**src/design/cpu_defs.svh**
```systemverilog
`ifndef CPU_DEFS_SVH
`define CPU_DEFS_SVH

// Data path and address bus share one width
`define CPU_DATA_W 8

// General registers R1 to R4
`define CPU_REG_CNT 4

// First fetch address
`define CPU_RESET_PC 8'h00

`endif

```
**src/design/cpu_pkg.sv**
```systemverilog
`default_nettype none

`include "cpu_defs.svh"

package cpu_pkg;

    // Instruction word, low byte stored at the lower address
    //   15..12  opcode
    //   ALU ops      11..8 destination, 7..4 source 1, 3..0 source 2 (low two bits used)
    //   LD ST BRA BNE  bit 10 direct mode, 9..8 register, 7..0 address or immediate

    typedef logic [`CPU_DATA_W-1:0] byteT;
    typedef logic [$clog2(`CPU_REG_CNT)-1:0] regIdxT; // 0 selects R1

    typedef enum logic [1:0] {
        FETCH_LO,
        FETCH_HI,
        EXEC,
        EXEC2
    } stateT;

    typedef enum logic [3:0] {
        AND  = 4'd0,
        OR   = 4'd1,
        NOT  = 4'd2,
        ADD  = 4'd3,
        SUB  = 4'd4,
        LSR  = 4'd5,
        LSL  = 4'd6,
        INC  = 4'd7,  // No-op
        DEC  = 4'd8,  // No-op
        BRA  = 4'd9,
        BNE  = 4'd10,
        MOV  = 4'd11,
        LD   = 4'd12,
        ST   = 4'd13,
        PULL = 4'd14, // No-op
        PUSH = 4'd15  // No-op
    } opcodeT;

    typedef enum logic [2:0] {
        AND_OP,
        OR_OP,
        NOT_OP,
        ADD_OP,
        SUB_OP,
        LSR_OP,
        LSL_OP,
        PASS_OP
    } aluOpT;

    typedef enum logic [1:0] {
        SRC_ALU,
        SRC_IMM,
        SRC_MEM
    } rfSrcT;

endpackage

`default_nettype wire

```
**src/design/controlFsm.sv**
```systemverilog
`timescale 1ns/1ps
`default_nettype none

`include "cpu_defs.svh"

module controlFsm import cpu_pkg::*; (
    input  logic   clock,
    input  logic   rstN,
    input  byteT   memRdData,
    input  logic   zero,
    output aluOpT  aluOp,
    output logic   flagWe,
    output regIdxT rdSelA,
    output regIdxT rdSelB,
    output regIdxT wrSel,
    output logic   rfWe,
    output rfSrcT  rfSrc,
    output byteT   immByte,
    output logic   pcInc,
    output logic   pcLoad,
    output logic   pcFromMem,
    output logic   arLoad,
    output logic   addrFromAr,
    output logic   memWe
);

    stateT state;
    stateT nextState;
    logic [2*`CPU_DATA_W-1:0] ir;

    opcodeT opcode;
    logic   direct;
    regIdxT regSel;
    regIdxT src1;
    regIdxT src2;
    logic   jump;

    assign opcode = opcodeT'(ir[15:12]);
    assign direct = ir[10];
    assign regSel = ir[9:8]; // ALU destination uses the same bits
    assign src1 = ir[5:4];
    assign src2 = ir[1:0];

    // BRA always taken, BNE only while Z is clear
    assign jump = (opcode == BRA) || ((opcode == BNE) && !zero);

    assign immByte = ir[7:0];
    assign wrSel = regSel;
    assign rdSelA = src1;
    assign rdSelB = (opcode == ST) ? regSel : src2; // ST data leaves on port B

    always_ff @(posedge clock) begin
        if (!rstN) begin
            state <= FETCH_LO;
            ir <= '0;
        end else begin
            state <= nextState;
            if (state == FETCH_LO) begin
                ir[7:0] <= memRdData;
            end
            if (state == FETCH_HI) begin
                ir[15:8] <= memRdData;
            end
        end
    end

    always_comb begin
        case (opcode)
            AND:     aluOp = AND_OP;
            OR:      aluOp = OR_OP;
            NOT:     aluOp = NOT_OP;
            ADD:     aluOp = ADD_OP;
            SUB:     aluOp = SUB_OP;
            LSR:     aluOp = LSR_OP;
            LSL:     aluOp = LSL_OP;
            default: aluOp = PASS_OP; // MOV
        endcase
    end

    always_comb begin
        nextState = FETCH_LO;
        flagWe = 1'b0;
        rfWe = 1'b0;
        rfSrc = SRC_ALU;
        pcInc = 1'b0;
        pcLoad = 1'b0;
        pcFromMem = 1'b0;
        arLoad = 1'b0;
        addrFromAr = 1'b0;
        memWe = 1'b0;

        case (state)
            FETCH_LO: begin
                pcInc = 1'b1;
                nextState = FETCH_HI;
            end
            FETCH_HI: begin
                pcInc = 1'b1;
                nextState = EXEC;
            end
            EXEC: begin
                case (opcode)
                    AND, OR, NOT, ADD, SUB, LSR, LSL, MOV: begin
                        rfWe = 1'b1;
                        flagWe = 1'b1;
                    end
                    LD: begin
                        if (direct) begin
                            arLoad = 1'b1;
                            nextState = EXEC2;
                        end else begin
                            rfWe = 1'b1;
                            rfSrc = SRC_IMM;
                        end
                    end
                    ST: begin
                        arLoad = 1'b1; // Direct regardless of mode bit
                        nextState = EXEC2;
                    end
                    BRA, BNE: begin
                        if (jump && direct) begin
                            arLoad = 1'b1;
                            nextState = EXEC2;
                        end else if (jump) begin
                            pcLoad = 1'b1;
                        end
                    end
                    default: ; // INC DEC PULL PUSH idle here
                endcase
            end
            EXEC2: begin
                addrFromAr = 1'b1;
                case (opcode)
                    LD: begin
                        rfWe = 1'b1;
                        rfSrc = SRC_MEM;
                    end
                    ST: memWe = 1'b1;
                    BRA, BNE: begin
                        pcLoad = 1'b1; // Target read from memory
                        pcFromMem = 1'b1;
                    end
                    default: ;
                endcase
            end
            default: ;
        endcase
    end

endmodule

`default_nettype wire

```
**src/design/regFile.sv**
```systemverilog
`timescale 1ns/1ps
`default_nettype none

`include "cpu_defs.svh"

module regFile import cpu_pkg::*; (
    input  logic   clock,
    input  logic   rstN,
    input  regIdxT rdSelA,
    input  regIdxT rdSelB,
    input  regIdxT wrSel,
    input  logic   we,
    input  rfSrcT  src,
    input  byteT   aluResult,
    input  byteT   immByte,
    input  byteT   memRdData,
    output byteT   outA,
    output byteT   outB
);

    byteT regs [`CPU_REG_CNT];
    byteT wrData;

    always_comb begin
        case (src)
            SRC_IMM: wrData = immByte;
            SRC_MEM: wrData = memRdData;
            default: wrData = aluResult;
        endcase
    end

    always_ff @(posedge clock) begin
        if (!rstN) begin
            for (int i = 0; i < `CPU_REG_CNT; i++) begin
                regs[i] <= '0;
            end
        end else if (we) begin
            regs[wrSel] <= wrData;
        end
    end

    assign outA = regs[rdSelA];
    assign outB = regs[rdSelB]; // Also the store data

endmodule

`default_nettype wire

```
**src/design/addrRegFile.sv**
```systemverilog
`timescale 1ns/1ps
`default_nettype none

`include "cpu_defs.svh"

module addrRegFile import cpu_pkg::*; (
    input  logic clock,
    input  logic rstN,
    input  logic pcInc,
    input  logic pcLoad,
    input  logic pcFromMem,
    input  logic arLoad,
    input  logic addrFromAr,
    input  byteT immByte,
    input  byteT memRdData,
    output byteT memAddr
);

    byteT pc;
    byteT ar;

    always_ff @(posedge clock) begin
        if (!rstN) begin
            pc <= `CPU_RESET_PC;
            ar <= '0;
        end else begin
            if (pcLoad) begin
                pc <= pcFromMem ? memRdData : immByte;
            end else if (pcInc) begin
                pc <= pc + 1'b1; // Wraps at 0xFF
            end
            if (arLoad) begin
                ar <= immByte;
            end
        end
    end

    // Data phase of LD, ST and direct branches
    assign memAddr = addrFromAr ? ar : pc;

endmodule

`default_nettype wire

```
**src/design/alu.sv**
```systemverilog
`timescale 1ns/1ps
`default_nettype none

module alu import cpu_pkg::*; (
    input  logic  clock,
    input  logic  rstN,
    input  aluOpT op,
    input  byteT  a,
    input  byteT  b,
    input  logic  flagWe,
    output byteT  result,
    output logic  zero
);

    always_comb begin
        case (op)
            AND_OP:  result = a & b;
            OR_OP:   result = a | b;
            NOT_OP:  result = ~a;
            ADD_OP:  result = a + b; // Carry dropped
            SUB_OP:  result = a - b;
            LSR_OP:  result = a >> 1;
            LSL_OP:  result = a << 1;
            default: result = a;     // PASS_OP
        endcase
    end

    always_ff @(posedge clock) begin
        if (!rstN) begin
            zero <= 1'b0;
        end else if (flagWe) begin
            zero <= (result == '0);
        end
    end

endmodule

`default_nettype wire

```
**src/design/cpuTop.sv**
```systemverilog
`timescale 1ns/1ps
`default_nettype none

module cpuTop import cpu_pkg::*; (
    input  logic clock,
    input  logic rstN,
    input  byteT memRdData,
    output byteT memAddr,
    output logic memWe,
    output byteT memWrData
);

    aluOpT  aluOp;
    logic   flagWe;
    logic   zero;
    regIdxT rdSelA;
    regIdxT rdSelB;
    regIdxT wrSel;
    logic   rfWe;
    rfSrcT  rfSrc;
    byteT   immByte;
    logic   pcInc;
    logic   pcLoad;
    logic   pcFromMem;
    logic   arLoad;
    logic   addrFromAr;
    byteT   aluResult;
    byteT   regA;

    controlFsm u_ctrl (
        .clock      (clock),
        .rstN       (rstN),
        .memRdData  (memRdData),
        .zero       (zero),
        .aluOp      (aluOp),
        .flagWe     (flagWe),
        .rdSelA     (rdSelA),
        .rdSelB     (rdSelB),
        .wrSel      (wrSel),
        .rfWe       (rfWe),
        .rfSrc      (rfSrc),
        .immByte    (immByte),
        .pcInc      (pcInc),
        .pcLoad     (pcLoad),
        .pcFromMem  (pcFromMem),
        .arLoad     (arLoad),
        .addrFromAr (addrFromAr),
        .memWe      (memWe)
    );

    regFile u_rf (
        .clock     (clock),
        .rstN      (rstN),
        .rdSelA    (rdSelA),
        .rdSelB    (rdSelB),
        .wrSel     (wrSel),
        .we        (rfWe),
        .src       (rfSrc),
        .aluResult (aluResult),
        .immByte   (immByte),
        .memRdData (memRdData),
        .outA      (regA),
        .outB      (memWrData) // Port B feeds both ALU and store
    );

    addrRegFile u_arf (
        .clock      (clock),
        .rstN       (rstN),
        .pcInc      (pcInc),
        .pcLoad     (pcLoad),
        .pcFromMem  (pcFromMem),
        .arLoad     (arLoad),
        .addrFromAr (addrFromAr),
        .immByte    (immByte),
        .memRdData  (memRdData),
        .memAddr    (memAddr)
    );

    alu u_alu (
        .clock  (clock),
        .rstN   (rstN),
        .op     (aluOp),
        .a      (regA),
        .b      (memWrData),
        .flagWe (flagWe),
        .result (aluResult),
        .zero   (zero)
    );

endmodule

`default_nettype wire

```
**config.mk**
```make
export PLATFORM = sky130hd
export DESIGN_NAME = cpuTop
export DESIGN_NICKNAME = d
export VERILOG_FILES = /design/src/design/cpu_pkg.sv /design/src/design/controlFsm.sv /design/src/design/regFile.sv /design/src/design/addrRegFile.sv /design/src/design/alu.sv /design/src/design/cpuTop.sv
export VERILOG_INCLUDE_DIRS = /design/src /design/src/design
export SDC_FILE = /design/constraint.sdc
export NUM_CORES = 1
export LEC_CHECK = 0
export ABC_CLOCK_PERIOD_IN_PS = 9700
export BUFFER_PORTS_ARGS = -buffer_cell sky130_fd_sc_hd__buf_2
export CAP_MARGIN = 30
export CORE_ASPECT_RATIO = 2
export CORE_MARGIN = 2
export CORE_UTILIZATION = 26
export CTS_BUF_LIST = sky130_fd_sc_hd__clkbuf_2 sky130_fd_sc_hd__clkbuf_4 sky130_fd_sc_hd__clkbuf_8
export DETAILED_ROUTE_END_ITERATION = 12
export SYNTH_ARGS = -nofsm -noshare
export SYNTH_HDL_FRONTEND = slang
export SYNTH_SLANG_ARGS = --single-unit
export TNS_END_PERCENT = 30
```
**constraint.sdc**
```tcl
create_clock -name clock -period 9.7 [get_ports clock]
set_input_delay 0.485 -clock clock [delete_from_list [all_inputs] [get_ports clock]]
set_output_delay 0.485 -clock clock [all_outputs]
set_load 0.01 [all_outputs]
```
After elaboration in Yosys (flattened, before gate mapping) --
Memory sizes are Yosys's and may differ from the RTL's. A register that Yosys moved wholly into a read port is not among the register bits. Cells that the tools add are included.
Storage, ports and cells: register bits 35, bits in writable memories 32, output and inout port bits 17, memories kept 1
Memory list:
- u_rf.regs | words 4, width 8, read ports 2, clocked after Yosys merged registers in 1, write ports 4, line regFile.sv:21 | byteT regs [`CPU_REG_CNT];
Operators by class: $add $sub $neg 3, equality and inequality tests 22, muxes and demuxes 45, bitwise gates (word level) 3, reduce and logical (&&, ||, !) cells 13
Operators with widths (number):
- $pmux W8 S7 | 1
- $mux W8 | 5
- $mux W1 | 22
- $pmux W3 S7 | 1
- $eq A4 B4 Y1 const B | 5
- $mux W2 | 8
- $pmux W8 S2 | 1
- $reduce_or A8 Y1 | 2
- $eq A4 B3 Y1 const B | 3
- $pmux W2 S3 | 2
- $eq A3 B3 Y1 const B | 3
- $add A8 B1 Y8 const B | 1
- $add A8 B8 Y8 | 1
- $and A8 B8 Y8 | 1
- $eq A4 B2 Y1 const B | 2
- $logic_not A8 Y1 | 1
- $not A8 Y8 | 1
- $or A8 B8 Y8 | 1
- $sub A8 B8 Y8 | 1
- $eq A2 B2 Y1 const B | 3
- $eq A3 B2 Y1 const B | 2
- $pmux W1 S2 | 3
- $eq A2 B1 Y1 const B | 2
- $eq A4 B1 Y1 const B | 1
- other kinds (11) | 13

Logic depth before layout (Yosys ltp) --
Gate-level depths: netlist (run 1).
depth after elaboration 9, mapped depth 18

Cells and area by module --
From an unflattened synthesis (run 1), not the netlist that was laid out.
Unflattened totals: cell total of the unflattened synthesis 484, area, all modules 4747.1 um^2
By module, submodules not included:
- regFile | times used 1, cells an instance 121, area an instance 1775.5 um^2, seq. area each 960.9 um^2
- alu | times used 1, cells an instance 154, area an instance 1107.3 um^2, seq. area each 20.0 um^2
- controlFsm | times used 1, cells an instance 121, area an instance 962.2 um^2, seq. area each 340.3 um^2
- addrRegFile | times used 1, cells an instance 88, area an instance 902.1 um^2, seq. area each 320.3 um^2

Worst setup path after synthesis (run 1) --
OpenSTA, ideal clock, no wires.
kind register to register, from register u_ctrl.ir[15], to memory u_rf.regs[2][7] (netlist name) (data pin), setup time 0.158 ns, data arrival time 4.103 ns, required time 9.542 ns, path slack 5.439 ns, cell stages (with the launch flop) 17, buffers on the path 1, period minus slack after synthesis 4.261 ns, path through dfxtp_1 > buf_2 > nand4b_4 > mux2i_4 > mux4_2 > a211o_1 > or4_4 > nand2_1 > xor2_1 > ha_1 > nand2_1 > or3_1 > o211ai_1 > xnor2_1 > o2111ai_2 > o2111a_1 > nor3_1
RTL lines:
- start, declared | line controlFsm.sv:29 | logic [2*`CPU_DATA_W-1:0] ir;
- start signal, assigned | line controlFsm.sv:62 | ir[15:8] <= memRdData;
- end, declared | line regFile.sv:21

==> results.py, run 1 <==
metrics = {
    "place": {
        "hpwl_um": 10910,
        "port_buffers": 26,
        "routabilityCongestion": 0.9512,
    },
    "clock_tree": {
        "cts_setup_buffers": 0,
        "clockBufferDepth": 2,
        "clk_latency_ps": 350,
        "root_buffer": "clkbuf_8",
        "htreeDepth": 3,
        "clkTransAtPathRegs_ps": 80,
        "cts_buffers": 9,
        "cts-hold-fix-buffers": 0,
        "ctsResizeCount": 0,
        "cts_sinks": 68,
        "cts_tree": "yes",
    },
    "timing": {
        "slew_viol_final": 0,
        "finalHoldViolCount": 0,
        "finalSetupViolCount": 0,
        "worst_pin_slew_ps": 992.4,
        "fmax_mhz": 188.6,
        "finalClockSkew_ps": 15.81,
        "fin_crit_ps": 5302,
        "slew_headroom_pct": 33.84,
        "rsz0062_at_grt": "false",
        "tns_ps": 0,
        "fin_crit_sh_pct": 54.66,
    },
    "floorplanning": {
        "rows": 68,
        "ios": 27,
        "core_mm2": 0.01719,
        "die_w_um": 97.58,
        "dieArea_mm2": 0.01865,
        "die_y_um": 191.1,
        "start_util_pct": 26.49,
    },
    "power_and_ir_drop": {
        "ir_drop_mv": 0.06135,
        "p_leak_nw": 2.114,
        "power_density_mw_per_mm2": 155.1,
    },
    "hold_path": {
        "whs_path_depth": 3,
        "worst_hold_startpoint": "memRdData[2]",
        "hold_class": "input pin to flop",
        "min_to": "u_ctrl.ir[2]",
    },
    "status": {
        "status": "complete, no violations",
    },
    "drt": {
        "via_count": 3771,
        "dr.pass1.iters": 5,
        "wl_um": 13650,
        "routed_via_density": 5.364,
        "ant_nets": 0,
        "drc": 0,
        "drt_iter0_drc": 182,
        "wl_per_cell_um": 19.42,
    },
    "critical_path": {
        "cp_max_fo": 25,
        "critPathMostFrequentCell": "nand2_1",
        "path_class": "flop to flop",
        "worstReg2RegEnd": "u_rf.regs[3][7]",
        "start_kind": "flop",
        "reg2reg_depth": 15,
        "worstReg2RegStart": "u_ctrl.ir[14]",
        "worst_path_max_delay_cell": "dfxtp_1",
        "regToRegSetupSlack_ps": 4400,
        "critical_path.cell_chain": "nand4b_4, mux2i_4, mux4_2, a211o_1, or4_4, nand2_1, xor2_1, ha_1, nand2_1, or3_1, o211ai_1, xnor2_1, o2111ai_2, o2111a_1, nor3_1",
        "critical_path.endpoint_type": "flop",
        "slowest_delay_ps": 820,
        "arrival_ps": 5460,
        "cp.required_ps": 9860,
    },
    "synthesis": {
        "syn_area_mm2": 0.004553,
        "synth.distinct_cells": 58,
        "synth_nets": 502,
        "syn_inst": 480,
        "synth_seq_cells": 68,
        "synth_edf_count": 32,
        "synth_warnings": 0,
        "synth-main-ff-cell": "dfxtp_1",
        "synthArstFlopShare_pct": 0,
        "ys_seq_area_share_pct": 36.93,
        "syn_avg_cell_area_um2": 9.486,
    },
    "final_layout": {
        "antenna_cells": 0,
        "multi_input_area_mm2": 0.002699,
        "drive_above_1_share_pct": 16.63,
        "register_area_mm2": 0.001682,
        "area_growth_pct": 10.44,
        "fin_util_pct": 29.26,
        "fillers": 1813,
        "layout.nets": 510,
    },
    "global_route": {
        "grtUsageTotal_pct": 14.40,
        "grt_max_degree": 41,
        "antenna_found_initial": 0,
        "grt_pass1_vias": 3921,
        "grt_pass1_wl_um": 20840,
        "grt-ovfl-total": 0,
    },
    "run": {
        "cap_viol_max_count": 0,
    },
}
-- cells by family after synthesis --
| group | share of synthesized area, % |
|---|---|
| and+or+nand+nor | 19.59 |
| AOI/OAI and AO/OA | 16.60 |
| DFF | 36.93 |
| muxes | 15.97 |
| buffers and inverters | 3.792 |
| xor gates and xnor gates | 3.655 |
| adders and majority gates | 3.462 |
-- placed cells by master (no fill, tap or decap), types with 7 or more instances in the layout --
master     n
mux4_2    13
o21ai_0   27
nor2b_1   20
inv_1     15
a21boi_0   9
nor3_1     9
nand2_1   62
edfxtp_1  32
a221oi_1  10
o211a_1    8
a211o_1    7
and3_1    10
clkbuf_8   9
mux2i_1   24
a21oi_1    8
nor2_1    35
ha_1      11
mux2_2    14
buf_2     26
dfxtp_1   36
nand2b_1  10
xor2_1    13
o211ai_1   7
-- routing by layer --
layer	share of wire [%]	GRT usage (%)	up-vias	routed length [um]
met3	2.8	1.353	57	378
li1	-	-	1774	-
met4	8.4	12.18	0	1143
met5	0	0	-	0
met1	32	12.05	1812	4407
met2	57	29.10	128	7721
-- cell type report --
type                    count  share of cell area (%)
multi-input cells         367                   53.67
flip-flops and latches     68                   33.44
well taps                 210                   5.225
clock buffers              11                   2.762
repair buffers             27                   2.737
inverters                  15                   1.120
clock inverters             5                   1.045
-- where the power goes --
| part | internal [mW] | switching (mW) |
|---|---|---|
| Clock | 0.123 | 0.108 |
| Sequential | 0.313 | 0.0231 |
| Combinational | 0.0844 | 0.128 |
-- sequential cells by signal (all words and copies together), names as in the netlist, named ones only --
| register | flops |
|---|---|
| u_arf.ar | 8 |
| u_ctrl.state | 2 |
| u_rf.regs | 32 |
| u_ctrl.ir | 15 |
| u_arf.pc | 8 |
| u_alu.zero | 1 |
-- metrics by stage --
stage | setup WS (ps) | power [mW] | cell area (um2) | std cells | hold WS, ps
5_1_grt | 4009 | 0.8104 | 5029 | 703 | 440.4
6_report | 4398 | 0.7797 | 5029 | 703 | 433.8
2_1_floorplan | 5439 | 0.4859 | 4553 | 480 | 461.9
4_1_cts | 4423 | 0.7786 | 5029 | 703 | 429.6
3_3_place_gp | 4622 | 0.5461 | 4837 | 687 | 500.9
3_5_place_dp | 4479 | 0.5517 | 4837 | 687 | 513.2
-- how the worst max path moves through the flow --
stage                  start         endpoint
2_1_floorplan  u_ctrl.ir[15]  u_rf.regs[2][7]
5_1_grt        u_ctrl.ir[14]  u_rf.regs[3][7]
6_report       u_ctrl.ir[14]  u_rf.regs[3][7]
4_1_cts        u_ctrl.ir[14]  u_rf.regs[3][7]
3_5_place_dp   u_ctrl.ir[14]  u_rf.regs[1][7]
3_3_place_gp   u_ctrl.ir[14]  u_rf.regs[1][6]
-- synth_stat cells, drive strengths merged, types with 7 or more instances --
| cell | count | area share (%) |
|---|---|---|
| nand2b | 10 | 1.4 |
| a21oi | 8 | 0.88 |
| a221oi | 10 | 1.9 |
| edfxtp | 32 | 21 |
| mux2i | 26 | 6.1 |
| dfxtp | 36 | 16 |
| mux2 | 14 | 3.5 |
| a21boi | 10 | 1.6 |
| nor3 | 9 | 0.99 |
| clkbuf | 25 | 2.1 |
| nand2 | 62 | 5.1 |
| nor2 | 36 | 3.0 |
| mux4 | 13 | 6.4 |
| xor2 | 13 | 2.5 |
| nor2b | 20 | 2.7 |
| a211o | 7 | 1.3 |
| inv | 15 | 1.2 |
| o211a | 8 | 1.8 |
| ha | 11 | 3.0 |
| and3 | 10 | 1.4 |
| o21ai | 27 | 3.0 |
| o211ai | 7 | 1.2 |
-- critical path: cells and delay by family (launching register included) --
kind	cells	cell delay [ps]
XOR/XNOR	2	290
adder cells (fa/ha/maj)	1	340
AND/OR/NAND/NOR	6	1470
AO/OA/AOI/OAI	4	1000
flip-flops	1	820
multiplexers	2	1190
(Power assumes the default switching activity.)
==> run 2, diff against run 1 <==
Settings changed: ABC_CLOCK_PERIOD_IN_PS 9700 to 4900.
Clock period 9.7 ns to 4.9 ns, I/O delays scaled along.
==> run 2 against run 1 <==
Worst hold slack lost 240 ps. Power grew 98%. Via count rose by 2.6%. Maximum frequency up 14%. Register-to-register slack worse by 4100 ps. Wire length increased by 0.73%. Combinational power rose by 110%. Sequential power rose by 94%. Clock skew shrank 4.2 ps. Largest power group unchanged. Highest routed layer unchanged.
==> results.py, run 2 (same netlist as run 1, synthesis figures left out) <==
metrics = {
    "final_layout": {
        "fin_util_pct": 29.63,
        "top_regs": "u_rf.regs: 32 flops, u_ctrl.ir: 15 flops",
        "top_register": "u_rf.regs",
        "final_cell_mix": "nand2_1, dfxtp_1, nor2_1, edfxtp_1, o21ai_0",
        "largest_reg_flops": 32,
        "antenna_cells": 0,
        "area_growth_pct": 11.84,
        "final_common_cell": "nand2_1",
        "layout.nets": 518,
        "drive_above_1_share_pct": 17.96,
    },
    "place": {
        "hpwl_um": 10990,
        "routabilityCongestion": 0.9974,
        "port_buffers": 26,
        "dpl_worst_slack_ps": 277.2,
    },
    "drt": {
        "wl_um": 13750,
        "drc": 0,
        "ant_nets": 0,
        "dr.pass1.iters": 8,
        "via_count": 3870,
        "wl_per_cell_um": 19.34,
        "dr.max_layer_used": "met4",
        "routed_via_density": 5.443,
        "m1WireLength_um": 4494,
        "met3_length_um": 380,
        "wl_met2_um": 7951,
        "drt_iter0_drc": 298,
    },
    "critical_path": {
        "cp_max_fo": 8,
        "regToRegSetupSlack_ps": 260,
        "cp.required_ps": 5060,
        "start_kind": "flop",
        "critical_path.endpoint_type": "flop",
        "path_class": "flop to flop",
        "arrival_ps": 4800,
    },
    "clock_tree": {
        "htreeDepth": 3,
        "clkTransAtPathRegs_ps": 80,
        "cts_tree": "yes",
        "cts_sinks": 68,
        "clockBufferDepth": 2,
        "root_buffer": "clkbuf_8",
        "cts_setup_buffers": 0,
        "clk_latency_ps": 340,
        "cts_buffers": 9,
    },
    "floorplanning": {
        "core_mm2": 0.01719,
        "dieArea_mm2": 0.01865,
        "die_y_um": 191.1,
        "ios": 27,
        "start_util_pct": 26.49,
        "die_w_um": 97.58,
        "rows": 68,
    },
    "power_and_ir_drop": {
        "ir_drop_mv": 0.1443,
        "p_leak_nw": 2.157,
        "total_power_mw": 1.540,
        "power_density_mw_per_mm2": 302.5,
    },
    "timing": {
        "finalSetupViolCount": 0,
        "fin_crit_ps": 4635,
        "finalClockSkew_ps": 11.64,
        "whs_ps": 192.4,
        "fmax_mhz": 215.7,
        "worst_pin_slew_ps": 1006,
        "finalHoldViolCount": 0,
        "fin_crit_sh_pct": 94.60,
        "tns_ps": 0,
        "layout_setup_ws_ps": 264.6,
        "rsz0062_at_grt": "false",
        "slew_headroom_pct": 31.20,
        "slew_viol_final": 0,
    },
    "global_route": {
        "grt_max_degree": 41,
        "grtUsageTotal_pct": 14.70,
        "grt_pass1_wl_um": 21110,
        "grt_pass1_vias": 3951,
        "grt-ovfl-total": 0,
        "antenna_found_initial": 0,
    },
    "hold_path": {
        "hold_class": "input pin to flop",
    },
    "status": {
        "status": "complete, no violations",
    },
    "run": {
        "cap_viol_max_count": 0,
    },
}
==> run 2: per-stage QoR <==
stage	instances	area, um2
5_1_grt	711	5092
2_1_floorplan	480	4553
6_report	711	5092
3_3_place_gp	695	4897
4_1_cts	711	5089
3_5_place_dp	695	4897
==> run 2: area by class of cell <==
| cell class | instances | area, um2 |
|---|---|---|
| Clock inverter | 5 | 52.55 |
| Timing Repair Buffer | 35 | 197.7 |
| Clock buffer | 11 | 138.9 |
| Inverter | 15 | 56.30 |
| Multi-Input combinational cell | 367 | 2703 |
| Tap cell | 210 | 262.8 |
| Fill cell | 1819 | 12090 |
| Sequential cell | 68 | 1682 |
==> run 2: routing by layer <==
layer	GRT usage, %	up-vias
met5	0	-
met3	1.280	58
met2	30.29	157
met1	12.39	1861
li1	-	1794
met4	11.16	0
==> run 2: path summary, 6_finish.rpt <==
check	to	startpoint	depth (start not counted)
min reg2reg	u_arf.ar[2]	u_arf.ar[2]	2
max reg2reg	u_rf.regs[2][7]	u_ctrl.ir[12]	16
min	u_ctrl.ir[7]	memRdData[7]	3
max	u_rf.regs[2][7]	u_ctrl.ir[12]	16
==> run 2: power breakdown <==
group / total [mW] / internal, mW / switching (mW)
logic: 0.436 / 0.173 / 0.263
clock network: 0.451 / 0.244 / 0.207
registers: 0.653 / 0.620 / 0.0331
==> run 2: critical path: stages, from the launching register on <==
cell       delay, ps
dfxtp_1          370
nand4b_4         200
mux2i_4          300
or4_1            650
and2_1           280
o21ai_0          210
xor2_1           260
ha_1             350
a21oi_2          230
nor2b_1           90
o21a_1           180
o31ai_1          240
o211ai_1         160
xnor2_1          280
o2111ai_2        180
o2111a_1         240
nor3_1           220
==> run 2: what timing repair did <==
item,in CTS,in global routing
setup endpoints to repair,0,4
hold buffers,0,0
resized for setup,0,1
==> run 3, diff against run 2 <==
Settings changed: MAX_ROUTING_LAYER from default to met4.
==> run 3 against run 2 <==
Clock-buffer cell count is the same. Combinational power is essentially flat. Sequential cell count is the same. Highest routed layer unchanged. Critical path type unchanged. Critical path depth is the same.
==> results.py, run 3 (same netlist as run 1, synthesis figures left out) <==
metrics = {
    "critical_path": {
        "cp_max_fo": 8,
        "crit_path_end": "u_rf.regs[2][7]",
        "worstReg2RegEnd": "u_rf.regs[2][7]",
        "cp.required_ps": 5060,
        "arrival_ps": 4810,
        "path_class": "flop to flop",
        "crit_start": "u_ctrl.ir[12]",
        "regToRegSetupSlack_ps": 250,
        "reg2reg_depth": 16,
        "worstReg2RegStart": "u_ctrl.ir[12]",
        "critical_path.endpoint_type": "flop",
        "start_kind": "flop",
    },
    "timing": {
        "fin_crit_sh_pct": 94.86,
        "finalSetupViolCount": 0,
        "finalHoldViolCount": 0,
        "slew_viol_final": 0,
        "whs_ps": 196.2,
        "slew_headroom_pct": 30.44,
        "fin_crit_ps": 4648,
        "worst_pin_slew_ps": 1017,
        "fmax_mhz": 215.1,
        "tns_ps": 0,
        "rsz0062_at_grt": "false",
        "finalClockSkew_ps": 11.41,
    },
    "final_layout": {
        "final_cell_mix": "nand2_1, dfxtp_1, nor2_1, edfxtp_1, o21ai_0",
        "layout.nets": 518,
        "fillers": 1819,
        "drive_above_1_share_pct": 17.96,
        "antenna_cells": 0,
        "final_cells": 711,
        "final_common_cell": "nand2_1",
        "area_growth_pct": 11.84,
        "top_register": "u_rf.regs",
        "multi_input_area_mm2": 0.002703,
        "largest_reg_flops": 32,
        "top_regs": "u_rf.regs: 32 flops, u_ctrl.ir: 15 flops",
        "register_area_mm2": 0.001682,
    },
    "global_route": {
        "grt_pass1_wl_um": 21110,
        "grt_pass1_vias": 3957,
        "antenna_found_initial": 0,
        "grt_max_degree": 41,
        "grtUsageTotal_pct": 15.11,
        "grt-ovfl-total": 0,
    },
    "floorplanning": {
        "die_w_um": 97.58,
        "dieArea_mm2": 0.01865,
        "die_y_um": 191.1,
        "rows": 68,
        "start_util_pct": 26.49,
        "core_mm2": 0.01719,
        "ios": 27,
    },
    "run": {
        "cap_viol_max_count": 0,
    },
    "drt": {
        "routed_via_density": 5.422,
        "wl_um": 13690,
        "dr.pass1.iters": 5,
        "wl_per_cell_um": 19.26,
        "drc": 0,
        "via_count": 3855,
        "drt_iter0_drc": 327,
        "ant_nets": 0,
    },
    "clock_tree": {
        "cts_setup_buffers": 0,
        "cts_sinks": 68,
        "root_buffer": "clkbuf_8",
        "cts_tree": "yes",
        "cts_buffers": 9,
        "clk_latency_ps": 340,
        "htreeDepth": 3,
        "clockBufferDepth": 2,
        "clkTransAtPathRegs_ps": 80,
    },
    "hold_path": {
        "hold_class": "input pin to flop",
    },
    "place": {
        "numPlacedInstances": 695,
        "routabilityCongestion": 1.017,
        "port_buffers": 26,
        "hpwl_um": 10990,
    },
    "power_and_ir_drop": {
        "ir_drop_mv": 0.1454,
        "p_leak_nw": 2.157,
        "power_density_mw_per_mm2": 302.3,
    },
    "status": {
        "status": "complete, no violations",
    },
}
## run 3: cell counts in the layout (fill, tap and decap cells not counted)
No cell type changed its count.
## run 3: layout make-up
class	count	area share [%]
Clock buffer	11	2.727
Tap cell	210	5.160
Multi-Input combinational cell	367	53.07
Sequential cell	68	33.02
Inverter	15	1.106
Clock inverter	5	1.032
Timing Repair Buffer	35	3.882
## run 3: how the worst min path moves through the flow
stage                 startpoint            to  cells past startpoint
detailed placement   u_arf.ar[2]   u_arf.ar[2]                      2
global placement     u_arf.ar[7]   u_arf.ar[7]                      2
CTS                 memRdData[7]  u_ctrl.ir[7]                      3
global route        memRdData[7]  u_ctrl.ir[7]                      3
floorplan           memRdData[0]  u_ctrl.ir[0]                      2
finish              memRdData[7]  u_ctrl.ir[7]                      3
## run 3: repair_timing
item                       in CTS  in global routing
setup endpoints to repair       0                  4
gates resized for setup         0                  1
hold buffers                    0                  0
## run 3: metal layers
metal / vias to the layer above / share of wire, % / GRT usage [%]
met5: - / 0 / -
met2: 152 / 58 / 30.21
met3: 54 / 2.8 / 1.207
met4: 0 / 6.4 / 11.27
met1: 1856 / 33 / 12.43
li1: 1793 / - / -
## run 3: power by group
| group | internal (mW) | switching, mW | total, mW |
|---|---|---|---|
| clock | 0.244 | 0.206 | 0.450 |
| sequential | 0.620 | 0.0333 | 0.654 |
| combinational | 0.173 | 0.262 | 0.435 |
| total | 1.04 | 0.502 | 1.54 |
## run 3: through the flow
stage	total power [mW]	utilization [%]	instance area, um2	worst slack (ps)
after CTS	1.540	29.61	5089	219.1
after global placement	1.084	28.49	4897	370.8
after floorplan	0.9619	-	4553	639.2
after global routing	1.610	29.63	5092	5.796
final	1.539	29.63	5092	251.9
after detailed placement	1.091	28.49	4897	277.2
## run 3: critical path: stages (launching register included)
cell and delay, ps:
dfxtp_1 370, nand4b_4 200, mux2i_4 300, or4_1 650
and2_1 280, o21ai_0 220, xor2_1 260, ha_1 350
a21oi_2 230, nor2b_1 90, o21a_1 180, o31ai_1 240
o211ai_1 160, xnor2_1 280, o2111ai_2 180, o2111a_1 240
nor3_1 210
